`src/rtl/vector_adder_defs.svh`:
```
// Vector adder widths and depths shared by the package and all RTL blocks
`ifndef VECTOR_ADDER_DEFS_SVH
`define VECTOR_ADDER_DEFS_SVH

////////////////////////////////////////
// Datapath
////////////////////////////////////////

// Element width in bits
`define VA_DATA_W 16

// Vector length and element index width
`define VA_LEN_W 8

////////////////////////////////////////
// Buffering
////////////////////////////////////////

// Result FIFO entries, power of two
`define VA_FIFO_DEPTH 4

`endif

```
`src/rtl/vector_adder_pkg.sv`:
```
// Vector adder types: operation and FSM encodings, operand and result records
`include "vector_adder_defs.svh"

package vector_adder_pkg;

  ////////////////////////////////////////
  // Encodings
  ////////////////////////////////////////

  // Element operation, one bit
  typedef enum logic {
    VA_ADD = 1'b0,
    VA_SUB = 1'b1
  } va_op_e;

  // Controller FSM
  typedef enum logic [1:0] {
    VA_IDLE     = 2'd0,
    VA_COLLECT  = 2'd1,
    VA_WAIT_SUM = 2'd2
  } va_ctrl_state_e;

  ////////////////////////////////////////
  // Records
  ////////////////////////////////////////

  // One operand pair handed to the scalar adder
  typedef struct packed {
    logic [`VA_DATA_W-1:0] a;
    logic [`VA_DATA_W-1:0] b;
    va_op_e                op;
  } va_operands_t;

  // One buffered result
  typedef struct packed {
    logic [`VA_DATA_W-1:0] sum;
    logic                  overflow;
    logic                  last;
  } va_result_t;

endpackage

```
`src/rtl/scalar_integer_adder.sv`:
```
// Bit-serial signed adder/subtractor, one bit per cycle, with overflow flag
`timescale 1ns/1ns
`include "vector_adder_defs.svh"

module scalar_integer_adder (
  input  logic                           CLK,
  input  logic                           RST,
  input  logic                           start,
  input  vector_adder_pkg::va_operands_t operands,
  output logic                           ready,
  output logic [`VA_DATA_W-1:0]          sum,
  output logic                           overflow
);
  import vector_adder_pkg::*;

  localparam int CNT_W = $clog2(`VA_DATA_W);
  localparam logic [CNT_W-1:0] LAST_BIT = CNT_W'(`VA_DATA_W - 1);

  // Control state
  logic                  busy;
  logic [CNT_W-1:0]      bit_cnt;
  logic                  carry;
  // Operand and result shifters
  logic [`VA_DATA_W-1:0] a_sh;
  logic [`VA_DATA_W-1:0] b_sh;
  logic [`VA_DATA_W-1:0] sum_sh;
  // Full adder cell on the current LSB
  logic                  bit_sum;
  logic                  bit_carry;
  logic                  last_bit;

  assign bit_sum   = a_sh[0] ^ b_sh[0] ^ carry;
  assign bit_carry = (a_sh[0] & b_sh[0]) | (carry & (a_sh[0] ^ b_sh[0]));
  // Sign bit is in the cell
  assign last_bit  = busy && (bit_cnt == LAST_BIT);

  ////////////////////////////////////////
  // Sequencing
  ////////////////////////////////////////

  always_ff @(posedge CLK or posedge RST) begin
    if (RST) begin
      busy    <= 1'b0;
      bit_cnt <= '0;
      carry   <= 1'b0;
      ready   <= 1'b0;
    end else begin
      // One-cycle pulse after the sign bit
      ready <= last_bit;
      if (start) begin
        busy    <= 1'b1;
        bit_cnt <= '0;
        // Two's complement: ~b plus carry-in of one
        carry   <= (operands.op == VA_SUB);
      end else if (busy) begin
        carry   <= bit_carry;
        bit_cnt <= bit_cnt + 1'b1;
        if (last_bit) begin
          busy <= 1'b0;
        end
      end
    end
  end

  ////////////////////////////////////////
  // Datapath
  ////////////////////////////////////////

  always_ff @(posedge CLK) begin
    if (start) begin
      a_sh <= operands.a;
      b_sh <= (operands.op == VA_SUB) ? ~operands.b : operands.b;
    end else if (busy) begin
      a_sh   <= a_sh >> 1;
      b_sh   <= b_sh >> 1;
      // Result enters at the MSB, LSB ends up at bit 0
      sum_sh <= {bit_sum, sum_sh[`VA_DATA_W-1:1]};
      // Carry into sign differs from carry out
      if (last_bit) begin
        overflow <= carry ^ bit_carry;
      end
    end
  end

  assign sum = sum_sh;

  // One element in flight at a time
  assert property (@(posedge CLK) disable iff (RST) start |-> !busy);

  // Fixed latency the controller relies on
  assert property (@(posedge CLK) disable iff (RST)
    start |-> ##(`VA_DATA_W + 1) ready);

endmodule

```
`src/rtl/vector_adder_ctrl.sv`:
```
// Vector adder controller: counts elements, pairs operands, feeds the result FIFO
`timescale 1ns/1ns
`include "vector_adder_defs.svh"

module vector_adder_ctrl (
  input  logic                           CLK,
  input  logic                           RST,
  input  logic                           START,
  input  logic [`VA_LEN_W-1:0]           SIZE_IN,
  input  logic                           OPERATION,
  input  logic [`VA_DATA_W-1:0]          DATA_A_IN,
  input  logic                           DATA_A_IN_ENABLE,
  input  logic [`VA_DATA_W-1:0]          DATA_B_IN,
  input  logic                           DATA_B_IN_ENABLE,
  output logic                           IN_READY,
  output logic                           add_start,
  output vector_adder_pkg::va_operands_t add_operands,
  input  logic                           add_ready,
  input  logic [`VA_DATA_W-1:0]          add_sum,
  input  logic                           add_overflow,
  output logic                           push,
  output vector_adder_pkg::va_result_t   push_data,
  input  logic                           fifo_full
);
  import vector_adder_pkg::*;

  va_ctrl_state_e       state;
  // Index of the final element and the one being worked on
  logic [`VA_LEN_W-1:0] last_idx;
  logic [`VA_LEN_W-1:0] elem_idx;
  // Operand already captured for this element
  logic                 a_held;
  logic                 b_held;
  logic                 a_take;
  logic                 b_take;
  logic                 pair_done;
  logic                 last_elem;

  ////////////////////////////////////////
  // Operand intake
  ////////////////////////////////////////

  // Stalls while the FIFO has no room for another result
  assign IN_READY  = (state == VA_COLLECT) && !fifo_full;
  assign a_take    = IN_READY && DATA_A_IN_ENABLE;
  assign b_take    = IN_READY && DATA_B_IN_ENABLE;
  // Either order, or both in one cycle
  assign pair_done = (a_held || a_take) && (b_held || b_take);
  assign last_elem = (elem_idx == last_idx);

  // Result goes straight into the FIFO on the adder pulse
  assign push      = (state == VA_WAIT_SUM) && add_ready;
  assign push_data = '{sum: add_sum, overflow: add_overflow, last: last_elem};

  ////////////////////////////////////////
  // FSM
  ////////////////////////////////////////

  always_ff @(posedge CLK or posedge RST) begin
    if (RST) begin
      state     <= VA_IDLE;
      last_idx  <= '0;
      elem_idx  <= '0;
      a_held    <= 1'b0;
      b_held    <= 1'b0;
      add_start <= 1'b0;
    end else begin
      add_start <= 1'b0;
      case (state)
        VA_IDLE: begin
          if (START) begin
            // Zero length runs as a single element
            last_idx <= (SIZE_IN == '0) ? '0 : SIZE_IN - 1'b1;
            elem_idx <= '0;
            a_held   <= 1'b0;
            b_held   <= 1'b0;
            state    <= VA_COLLECT;
          end
        end
        VA_COLLECT: begin
          if (pair_done) begin
            a_held    <= 1'b0;
            b_held    <= 1'b0;
            add_start <= 1'b1;
            state     <= VA_WAIT_SUM;
          end else begin
            if (a_take) begin
              a_held <= 1'b1;
            end
            if (b_take) begin
              b_held <= 1'b1;
            end
          end
        end
        VA_WAIT_SUM: begin
          if (add_ready) begin
            if (last_elem) begin
              state <= VA_IDLE;
            end else begin
              elem_idx <= elem_idx + 1'b1;
              state    <= VA_COLLECT;
            end
          end
        end
        default: state <= VA_IDLE;
      endcase
    end
  end

  // Operand pair staged for the adder
  always_ff @(posedge CLK) begin
    if (a_take) begin
      add_operands.a <= DATA_A_IN;
    end
    if (b_take) begin
      add_operands.b <= DATA_B_IN;
    end
    // Operation taken with the completing operand
    if (pair_done) begin
      add_operands.op <= va_op_e'(OPERATION);
    end
  end

  // Intake stall must keep a slot free for every result in flight
  assert property (@(posedge CLK) disable iff (RST) push |-> !fifo_full);

endmodule

```
`src/rtl/result_fifo.sv`:
```
// Result FIFO: circular buffer of result records with full and empty levels
`timescale 1ns/1ns
`include "vector_adder_defs.svh"

module result_fifo (
  input  logic                         CLK,
  input  logic                         RST,
  input  logic                         push,
  input  vector_adder_pkg::va_result_t push_data,
  input  logic                         pop,
  output vector_adder_pkg::va_result_t pop_data,
  output logic                         full,
  output logic                         empty
);
  import vector_adder_pkg::*;

  localparam int PTR_W = $clog2(`VA_FIFO_DEPTH);
  localparam logic [PTR_W:0] DEPTH = (PTR_W + 1)'(`VA_FIFO_DEPTH);

  // Storage
  va_result_t       mem [`VA_FIFO_DEPTH];
  // Pointers wrap on their own, depth is a power of two
  logic [PTR_W-1:0] wr_ptr;
  logic [PTR_W-1:0] rd_ptr;
  // One bit wider than the pointers to tell full from empty
  logic [PTR_W:0]   count;

  assign full     = (count == DEPTH);
  assign empty    = (count == '0);
  // Head is visible without a read cycle
  assign pop_data = mem[rd_ptr];

  ////////////////////////////////////////
  // Pointers and occupancy
  ////////////////////////////////////////

  always_ff @(posedge CLK or posedge RST) begin
    if (RST) begin
      wr_ptr <= '0;
      rd_ptr <= '0;
      count  <= '0;
    end else begin
      if (push) begin
        wr_ptr <= wr_ptr + 1'b1;
      end
      if (pop) begin
        rd_ptr <= rd_ptr + 1'b1;
      end
      // Simultaneous push and pop leave the count alone
      case ({push, pop})
        2'b10:   count <= count + 1'b1;
        2'b01:   count <= count - 1'b1;
        default: count <= count;
      endcase
    end
  end

  ////////////////////////////////////////
  // Storage write
  ////////////////////////////////////////

  always_ff @(posedge CLK) begin
    if (push) begin
      mem[wr_ptr] <= push_data;
    end
  end

  // Controller must honor full
  assert property (@(posedge CLK) disable iff (RST) push |-> !full);

  // Drain must honor empty
  assert property (@(posedge CLK) disable iff (RST) pop |-> !empty);

endmodule

```
`src/rtl/result_drain.sv`:
```
// Result drain: pops the FIFO under HOLD and drives the output strobes and READY
`timescale 1ns/1ns
`include "vector_adder_defs.svh"

module result_drain (
  input  logic                         CLK,
  input  logic                         RST,
  input  logic                         HOLD,
  input  logic                         empty,
  input  vector_adder_pkg::va_result_t pop_data,
  output logic                         pop,
  output logic [`VA_DATA_W-1:0]        DATA_OUT,
  output logic                         OVERFLOW_OUT,
  output logic                         DATA_OUT_ENABLE,
  output logic                         READY
);
  import vector_adder_pkg::*;

  // Entry currently on the output ports
  va_result_t out_q;

  // Take the head whenever one is there and the caller is not pausing
  assign pop = !empty && !HOLD;

  ////////////////////////////////////////
  // Output strobes
  ////////////////////////////////////////

  always_ff @(posedge CLK or posedge RST) begin
    if (RST) begin
      DATA_OUT_ENABLE <= 1'b0;
      READY           <= 1'b0;
    end else begin
      // One cycle behind the pop
      DATA_OUT_ENABLE <= pop;
      // Vector done together with its final element
      READY           <= pop && pop_data.last;
    end
  end

  ////////////////////////////////////////
  // Output data
  ////////////////////////////////////////

  always_ff @(posedge CLK) begin
    if (pop) begin
      out_q <= pop_data;
    end
  end

  // Held until the next pop
  assign DATA_OUT     = out_q.sum;
  assign OVERFLOW_OUT = out_q.overflow;

endmodule

```
`src/rtl/vector_adder_top.sv`:
```
// Vector adder top: controller, serial adder, result FIFO and output drain
`timescale 1ns/1ns
`include "vector_adder_defs.svh"

module vector_adder_top (
  input  logic                  CLK,
  input  logic                  RST,
  input  logic                  START,
  input  logic [`VA_LEN_W-1:0]  SIZE_IN,
  input  logic                  OPERATION,
  input  logic [`VA_DATA_W-1:0] DATA_A_IN,
  input  logic                  DATA_A_IN_ENABLE,
  input  logic [`VA_DATA_W-1:0] DATA_B_IN,
  input  logic                  DATA_B_IN_ENABLE,
  input  logic                  HOLD,
  output logic                  IN_READY,
  output logic [`VA_DATA_W-1:0] DATA_OUT,
  output logic                  DATA_OUT_ENABLE,
  output logic                  OVERFLOW_OUT,
  output logic                  READY
);
  import vector_adder_pkg::*;

  ////////////////////////////////////////
  // Internal links
  ////////////////////////////////////////

  // Controller to adder and back
  logic                  add_start;
  va_operands_t          add_operands;
  logic                  add_ready;
  logic [`VA_DATA_W-1:0] add_sum;
  logic                  add_overflow;
  // Result buffer
  logic                  push;
  va_result_t            push_data;
  logic                  pop;
  va_result_t            pop_data;
  logic                  fifo_full;
  logic                  fifo_empty;

  vector_adder_ctrl vector_adder_ctrl_i (
    .CLK              (CLK),
    .RST              (RST),
    .START            (START),
    .SIZE_IN          (SIZE_IN),
    .OPERATION        (OPERATION),
    .DATA_A_IN        (DATA_A_IN),
    .DATA_A_IN_ENABLE (DATA_A_IN_ENABLE),
    .DATA_B_IN        (DATA_B_IN),
    .DATA_B_IN_ENABLE (DATA_B_IN_ENABLE),
    .IN_READY         (IN_READY),
    .add_start        (add_start),
    .add_operands     (add_operands),
    .add_ready        (add_ready),
    .add_sum          (add_sum),
    .add_overflow     (add_overflow),
    .push             (push),
    .push_data        (push_data),
    .fifo_full        (fifo_full)
  );

  scalar_integer_adder scalar_integer_adder_i (
    .CLK      (CLK),
    .RST      (RST),
    .start    (add_start),
    .operands (add_operands),
    .ready    (add_ready),
    .sum      (add_sum),
    .overflow (add_overflow)
  );

  result_fifo result_fifo_i (
    .CLK       (CLK),
    .RST       (RST),
    .push      (push),
    .push_data (push_data),
    .pop       (pop),
    .pop_data  (pop_data),
    .full      (fifo_full),
    .empty     (fifo_empty)
  );

  result_drain result_drain_i (
    .CLK             (CLK),
    .RST             (RST),
    .HOLD            (HOLD),
    .empty           (fifo_empty),
    .pop_data        (pop_data),
    .pop             (pop),
    .DATA_OUT        (DATA_OUT),
    .OVERFLOW_OUT    (OVERFLOW_OUT),
    .DATA_OUT_ENABLE (DATA_OUT_ENABLE),
    .READY           (READY)
  );

endmodule

```
`config.mk`:
```
export PLATFORM = sky130hd
export DESIGN_NAME = vector_adder_top
export DESIGN_NICKNAME = d
export VERILOG_FILES = /design/src/rtl/vector_adder_pkg.sv /design/src/rtl/scalar_integer_adder.sv /design/src/rtl/vector_adder_ctrl.sv /design/src/rtl/result_fifo.sv /design/src/rtl/result_drain.sv /design/src/rtl/vector_adder_top.sv
export VERILOG_INCLUDE_DIRS = /design/src /design/src/rtl
export SDC_FILE = /design/constraint.sdc
export NUM_CORES = 1
export LEC_CHECK = 0
export BUFFER_PORTS_ARGS = -buffer_cell sky130_fd_sc_hd__buf_2
export CAP_MARGIN = 20
export CORE_MARGIN = 2
export CORE_UTILIZATION = 53
export DETAILED_ROUTE_END_ITERATION = 7
export PLACE_DENSITY_LB_ADDON = 0.1
export SLEW_MARGIN = 20
export SYNTH_ARGS = -nofsm -noshare
export SYNTH_HDL_FRONTEND = slang
export SYNTH_SLANG_ARGS = --single-unit
```
`constraint.sdc`:
```
create_clock -name CLK -period 5.1 [get_ports CLK]
set_clock_uncertainty 0.15 [all_clocks]
set_input_delay 0.765 -clock CLK [delete_from_list [all_inputs] [get_ports CLK]]
set_output_delay 0.765 -clock CLK [all_outputs]
set_load 0.05 [all_outputs]
```
==> reports/qor.txt, run 1 <==
Status: completed
Root Driver: clkbuf_16
Nets: 605
Worst endpoint required time: 4.18 ns
Starting density of the core: 53.66%
Max Cap Viol: 0
Synth Area in Simple Gates: 6.259%
Die width: 127.6 µm
Post CTS Setup Buffer Count: 0
Core area: 0.01509 mm²
Synth-to-layout area growth: 14.84%
Number of distinct library cells after synthesis: 39
Design area: 0.009298 mm²
TNS Setup: 0 ns
Gr ovfl total: 0
Xor/xnor cell area share of the yosys netlist: 4.435%
Clock latency on the worst-skew pair: 0.49 ns
Grt met3 use: 3.057%
CTS clk-pin slew, worst paths: 0.06 ns
M1 GR Usage: 21.88%
Met2 usage: 26.33%
I/O Buffers: 66
Starting DRT DRC Count: 289
# resized after CTS: 0
All-Layer GR Usage: 16.02%
Residual DRC: 0
Reg area: 0.006062 mm²
Site Rows: 45
WL/cell: 16.43 µm
# H-tree levels: 1
Worst-case vdd ir drop: 0.3819 mV
DRT antenna net count: 0
Post-synthesis compound-gate area fraction: 3.091%
RSZ-0062 raised after global routing: no
Arrival @ worst endpoint: 1.81 ns
FMAX: 0.3676 GHz
PD cells: 600.2 mW/mm²
Final hold violations: 0
Vias in the first global route: 4045
Die area: 0.01628 mm²
RR Endpoint: result_fifo_i.mem[1][5]
Multi-input logic area: 0.001907 mm²
Adder-Cell Fraction of Synth Area: 1.885%
CTS tree: built
First-pass GRT wire length: 20.53 mm
Crit path kind: reg -> out
Critical path's slowest cell: or3b_1
Synth top area share: 63.42%
Synth warnings: 0
Most common cell after layout, fill and taps aside: edfxtp_1
Lkg Pwr: 3.479 nW
Reg-to-reg startpoint: vector_adder_ctrl_i.state[1]
Initial antenna violation count: 0
Slew Viols, Final: 0
CP Launch Point: result_fifo_i.count[1]
Height of the chip: 127.6 µm
Final wirelength: 12.31 mm
Seq/Total Area, Yosys: 74.86%
Global route hottest layer: met2
Total vias in the final route: 3933
Final setup fails: 0
Clock Path Buffers: 3
Antenna cells: 0
Synthesized instance count: 469
CTS buffer count: 21
Synth Register Bits: 208
Reg2reg setup slack: 2.50 ns
WP buf/inv: 1
Fillcell total: 1119
Multiplexer area fraction after synthesis: 7.850%
End of the critical path: IN_READY
Area contributors post-synth: edfxtp_1 63%, dfrtp_1 11%, mux4_2 5.0%, xnor2_1 2.7%, mux2_2 2.2%
Hold Crit Class: in -> async
Largest net degree at the start of global routing: 58
Post-DP HPWL: 7.834 mm
Cell breakdown of the critical path: or3b_1 -> and2_1 -> buf_2
Type of origin of the critical path: flop
Cell Area, Placed: 0.008632 mm²
FF-to-FF path depth: 2
Gpl congestion: 0.7382
Share of layout cells above drive strength 1: 26.20%
CP delay by family, top: simple AND/OR/NAND/NOR gates
Largest family of logic cells by synthesized area: multiplexers
Worst path max stage delay: 0.48 ns
Crit-path max FO: 3
CTS Hold Bufs: 0
CP endpoint kind: output port
Drt pass-1 iters: 4
Sink Count: 208
Stages on the worst setup path: 3
Synthesized cell area: 0.008097 mm²
I/O Pins: 67
Final Cycle Share: 53.34%
Most frequent cells in the layout: 171 x edfxtp_1, 66 x buf_2, 36 x dfrtp_1, 30 x nor2_1, 25 x xnor2_1
Dominant cell type by area after synthesis: edfxtp_1
Slew margin rel.: 33.18%
Vias/cell: 5.251
Syn nets: 527
Period minus WS final: 2.720 ns
Syn Area/Cell: 17.26 µm²
Worst-Margin Slew: 1.002 ns
registers in the layout, indices dropped and copies added (netlist names), 2 cells and up:
register,flops
result_drain_i.DATA_OUT,16
result_fifo_i.count,3
result_fifo_i.mem,72
result_fifo_i.rd_ptr,2
result_fifo_i.wr_ptr,2
scalar_integer_adder_i.a_sh,16
scalar_integer_adder_i.b_sh,16
scalar_integer_adder_i.bit_cnt,4
scalar_integer_adder_i.sum,16
vector_adder_ctrl_i.add_operands,33
vector_adder_ctrl_i.elem_idx,8
vector_adder_ctrl_i.last_idx,8
vector_adder_ctrl_i.state,2
worst min-delay path by stage:
stage                           start                                   end  slack (ns)  depth (start not counted)
3_5_place_dp   result_fifo_i.count[2]                result_fifo_i.count[2]        0.32                          1
5_1_grt                  DATA_A_IN[0]  vector_adder_ctrl_i.add_operands[17]        0.28                          1
6_report                          RST               result_fifo_i.rd_ptr[1]        0.22                          3
4_1_cts                           RST               result_fifo_i.rd_ptr[0]        0.24                          3
3_3_place_gp   result_fifo_i.count[2]                result_fifo_i.count[2]        0.32                          1
2_1_floorplan  result_fifo_i.count[2]                result_fifo_i.count[2]        0.30                          1
cells in the mapped netlist:
cell type,instances
fa_1,2
and2_1,4
xor2_1,16
o21bai_1,1
a21oi_1,18
nor2b_1,2
mux2_2,16
nand2_1,20
or2_2,1
a311oi_2,1
dfrtp_1,37
a31oi_4,1
clkbuf_1,7
o21ai_0,12
and3_1,8
nand4_1,3
edfxtp_1,171
a21oi_2,1
nand2b_1,5
ha_1,9
a311oi_1,1
buf_2,6
nor2_1,31
or3b_1,1
a21o_1,4
mux2i_1,5
inv_1,18
and2_2,1
nand3_1,7
nor4_1,2
nor4_4,2
nor3b_2,1
xnor2_1,25
mux4_2,18
buf_1,2
nor3_1,7
a31o_2,1
or2_4,1
or3b_2,1
per-layer routing:
metal	share of wire [%]	vias to the layer above
met4	2.8	0
met2	49	90
met5	0	-
li1	-	1898
met3	4.3	25
met1	44	1920
kinds of logic after synthesis:
| group | after synthesis |
|---|---|
| DFF | 208 |
| and+or+nand+nor | 97 |
| xor gates and xnor gates | 41 |
| AOI/OAI and AO/OA | 40 |
| muxes | 39 |
| buffers and inverters | 33 |
| adders and majority gates | 11 |
report_power, final:
group | switching (W) | internal (W)
Sequential | 0.000323 | 0.00252
Clock | 0.000620 | 0.000856
Combinational | 0.000757 | 0.000506
Total | 0.00170 | 0.00388
tightest hold or removal path, cell delays in order:
cell   delay [ns]
buf_2        0.09
inv_1        0.04
buf_4        0.40
area by class of cell:
class | count | area share, %
multi-input combinational | 228 | 20.51
tap | 188 | 2.530
clock buffer | 21 | 5.652
sequential | 208 | 65.20
clock inverter | 16 | 1.507
timing repair buffer | 70 | 3.876
inverter | 18 | 0.7267
stage by stage:
| stage | setup WS (ns) | std cells | total power, W | utilization (%) | hold WS (ns) |
|---|---|---|---|---|---|
| after floorplan | 2.052 | 469 | 0.003814 | - | 0.3049 |
| after detailed placement | 2.464 | 712 | 0.004172 | 57.21 | 0.3205 |
| after global placement | 2.561 | 712 | 0.004115 | 57.21 | 0.3194 |
| after global routing | 2.302 | 749 | 0.005892 | 61.62 | 0.2841 |
| after CTS | 2.339 | 749 | 0.005651 | 61.62 | 0.2449 |
| final | 2.380 | 749 | 0.005580 | 61.62 | 0.2221 |
Note: power is estimated with default switching activity, not from simulation.
==> inputs of run 2 (changes only) <==
==> constraint.sdc (replaced) <==
create_clock -name CLK -period 2.2 [get_ports CLK]
set_clock_uncertainty 0.15 [all_clocks]
set_input_delay 0.33 -clock CLK [delete_from_list [all_inputs] [get_ports CLK]]
set_output_delay 0.33 -clock CLK [all_outputs]
set_load 0.05 [all_outputs]
==> reports/qor.txt, run 2 (same netlist as run 1, synthesis figures left out) <==
Gr ovfl total: 0
Reg-to-reg startpoint: vector_adder_ctrl_i.state[1]
Arrival @ worst endpoint: 1.65 ns
FMAX: 0.4697 GHz
Residual DRC: 0
Clock latency on the worst-skew pair: 0.49 ns
CTS clk-pin slew, worst paths: 0.06 ns
CP endpoint kind: output port
CTS buffer count: 22
Starting density of the core: 53.66%
RR Endpoint: result_fifo_i.count[2]
Sink Count: 208
Final wirelength: 13.04 mm
Max reg flops: 72
Root Driver: clkbuf_16
Lkg Pwr: 3.715 nW
Status: completed
First-pass GRT wire length: 21.51 mm
Reg with most FFs: result_fifo_i.mem
Final core utilization: 64.97%
Vias/cell: 5.166
Switching pwr: 0.003961 W
I/O Pins: 67
Final Cycle Share: 96.77%
Worst-case vdd ir drop: 0.8575 mV
Overall Power: 0.01321 W
PD cells: 1348 mW/mm²
All-Layer GR Usage: 16.65%
Internal power: 0.009253 W
# H-tree levels: 1
Height of the chip: 127.6 µm
Largest net degree at the start of global routing: 38
Nets: 656
Site Rows: 45
Die area: 0.01628 mm²
TNS Setup: 0 ns
Synth-to-layout area growth: 21.08%
Total vias in the final route: 4143
Slew Viols, Final: 0
Crit path kind: reg -> out
Clock share of power: 26.2%
Sequential share of power: 49.0%
Starting DRT DRC Count: 164
Drt pass-1 iters: 4
Hold Crit Class: in -> reg
Die width: 127.6 µm
Most common cell after layout, fill and taps aside: edfxtp_1
Reg2reg setup slack: 0.15 ns
DRT antenna net count: 0
Gpl congestion: 0.7317
Type of origin of the critical path: flop
Initial antenna violation count: 0
CP Launch Point: result_fifo_i.count[0]
Final hold violations: 0
Period minus WS final: 2.129 ns
Post-DP HPWL: 7.946 mm
Final setup fails: 0
Combinational power share: 24.7%
I/O Buffers: 66
Most frequent cells in the layout: 171 x edfxtp_1, 65 x buf_2, 36 x dfrtp_1, 35 x dlygate4sd3_1, 30 x nor2_1
Top flop regs: result_fifo_i.mem x72, vector_adder_ctrl_i.add_operands x33
WL/cell: 16.26 µm
Sw Ratio: 29.97%
FF-to-FF path depth: 8
RSZ-0062 raised after global routing: no
Antenna cells: 0
Clock Path Buffers: 3
Max Cap Viol: 0
CTS tree: built
Slew margin rel.: 38.39%
Worst-Margin Slew: 0.9242 ns
Vias in the first global route: 4416
Core area: 0.01509 mm²
Crit-path max FO: 4
Worst endpoint required time: 1.72 ns
Share of layout cells above drive strength 1: 26.06%
End of the critical path: IN_READY
==> run 2: cell count changes in the layout (fill, tap and decap cells not counted) <==
cell | previous run | this run
dlygate4sd3_1 | 0 | 35
buf_4 | 4 | 19
clkbuf_1 | 0 | 8
clkinv_4 | 4 | 0
clkinv_1 | 7 | 5
buf_12 | 0 | 1
buf_2 | 66 | 65
clkbuf_16 | 21 | 22
clkinv_8 | 0 | 1
inv_6 | 1 | 0
nor2_2 | 1 | 0
nor2_4 | 0 | 1
or3b_1 | 1 | 0
or3b_4 | 0 | 1
==> run 2: worst max-delay path, cell delays in order, from the launching register on <==
cell	delay (ns)
dfrtp_1	0.41
or3b_4	0.41
and2_1	0.16
buf_4	0.18
==> run 2: cell type report <==
class,count,area [µm²]
timing repair buffer,120,838.3
fill,1079,5286
inverter,18,67.56
multi-input combinational,228,1914
clock inverter,10,105.1
sequential,208,6062
tap,188,235.2
clock buffer,30,580.6
==> run 2: timing repair <==
| action | CTS | global route |
|---|---|---|
| resized for setup | 1 | 2 |
| setup buffers | 0 | 2 |
| hold buffers | 35 | 0 |
| pin swaps | 0 | 1 |
| hold endpoints to repair | 71 | 0 |
| setup endpoints to repair | 1 | 1 |
==> run 2: per-layer routing <==
metal	up-vias	GRT usage [%]	wire length (µm)
li1	2009	-	-
met2	84	30.07	6801
met3	18	2.889	530
met1	2032	20.91	5501
met5	-	0	0
met4	0	4.396	209
==> run 2: metrics by stage <==
| step | instance area (µm²) | hold WS [ns] | worst slack [ns] | cells |
|---|---|---|---|---|
| after floorplan | 8104 | 0.2789 | 0.1081 | 469 |
| after CTS | 9786 | 0.006863 | 0.001451 | 800 |
| after global routing | 9803 | 0.04077 | 0.009267 | 802 |
| after global placement | 8747 | 0.3178 | 0.2287 | 725 |
| final | 9803 | 0.01780 | 0.07105 | 802 |
| after detailed placement | 8747 | 0.3379 | 0.1609 | 725 |
==> run 2: power groups by stage <==
stage	sequential (W)	clock (W)	combinational (W)
after global routing	0.00663	0.00370	0.00360
final	0.00648	0.00347	0.00327
after CTS	0.00650	0.00354	0.00329
after floorplan	0.00680	0	0.00204
after global placement	0.00651	0	0.00312
after detailed placement	0.00656	0	0.00321
==> run 2: worst min path at each step <==
| stage | from | to | slack (ns) | cells after the start |
|---|---|---|---|---|
| 2_1_floorplan | OPERATION | vector_adder_ctrl_i.add_operands[0] | 0.28 | 0 |
| 3_3_place_gp | scalar_integer_adder_i.overflow | result_fifo_i.mem[2][1] | 0.32 | 0 |
| 3_5_place_dp | RST | result_drain_i.DATA_OUT_ENABLE | 0.34 | 3 |
| 4_1_cts | SIZE_IN[7] | vector_adder_ctrl_i.last_idx[7] | 0.007 | 3 |
| 5_1_grt | SIZE_IN[6] | vector_adder_ctrl_i.last_idx[6] | 0.04 | 3 |
| 6_report | SIZE_IN[7] | vector_adder_ctrl_i.last_idx[7] | 0.02 | 3 |
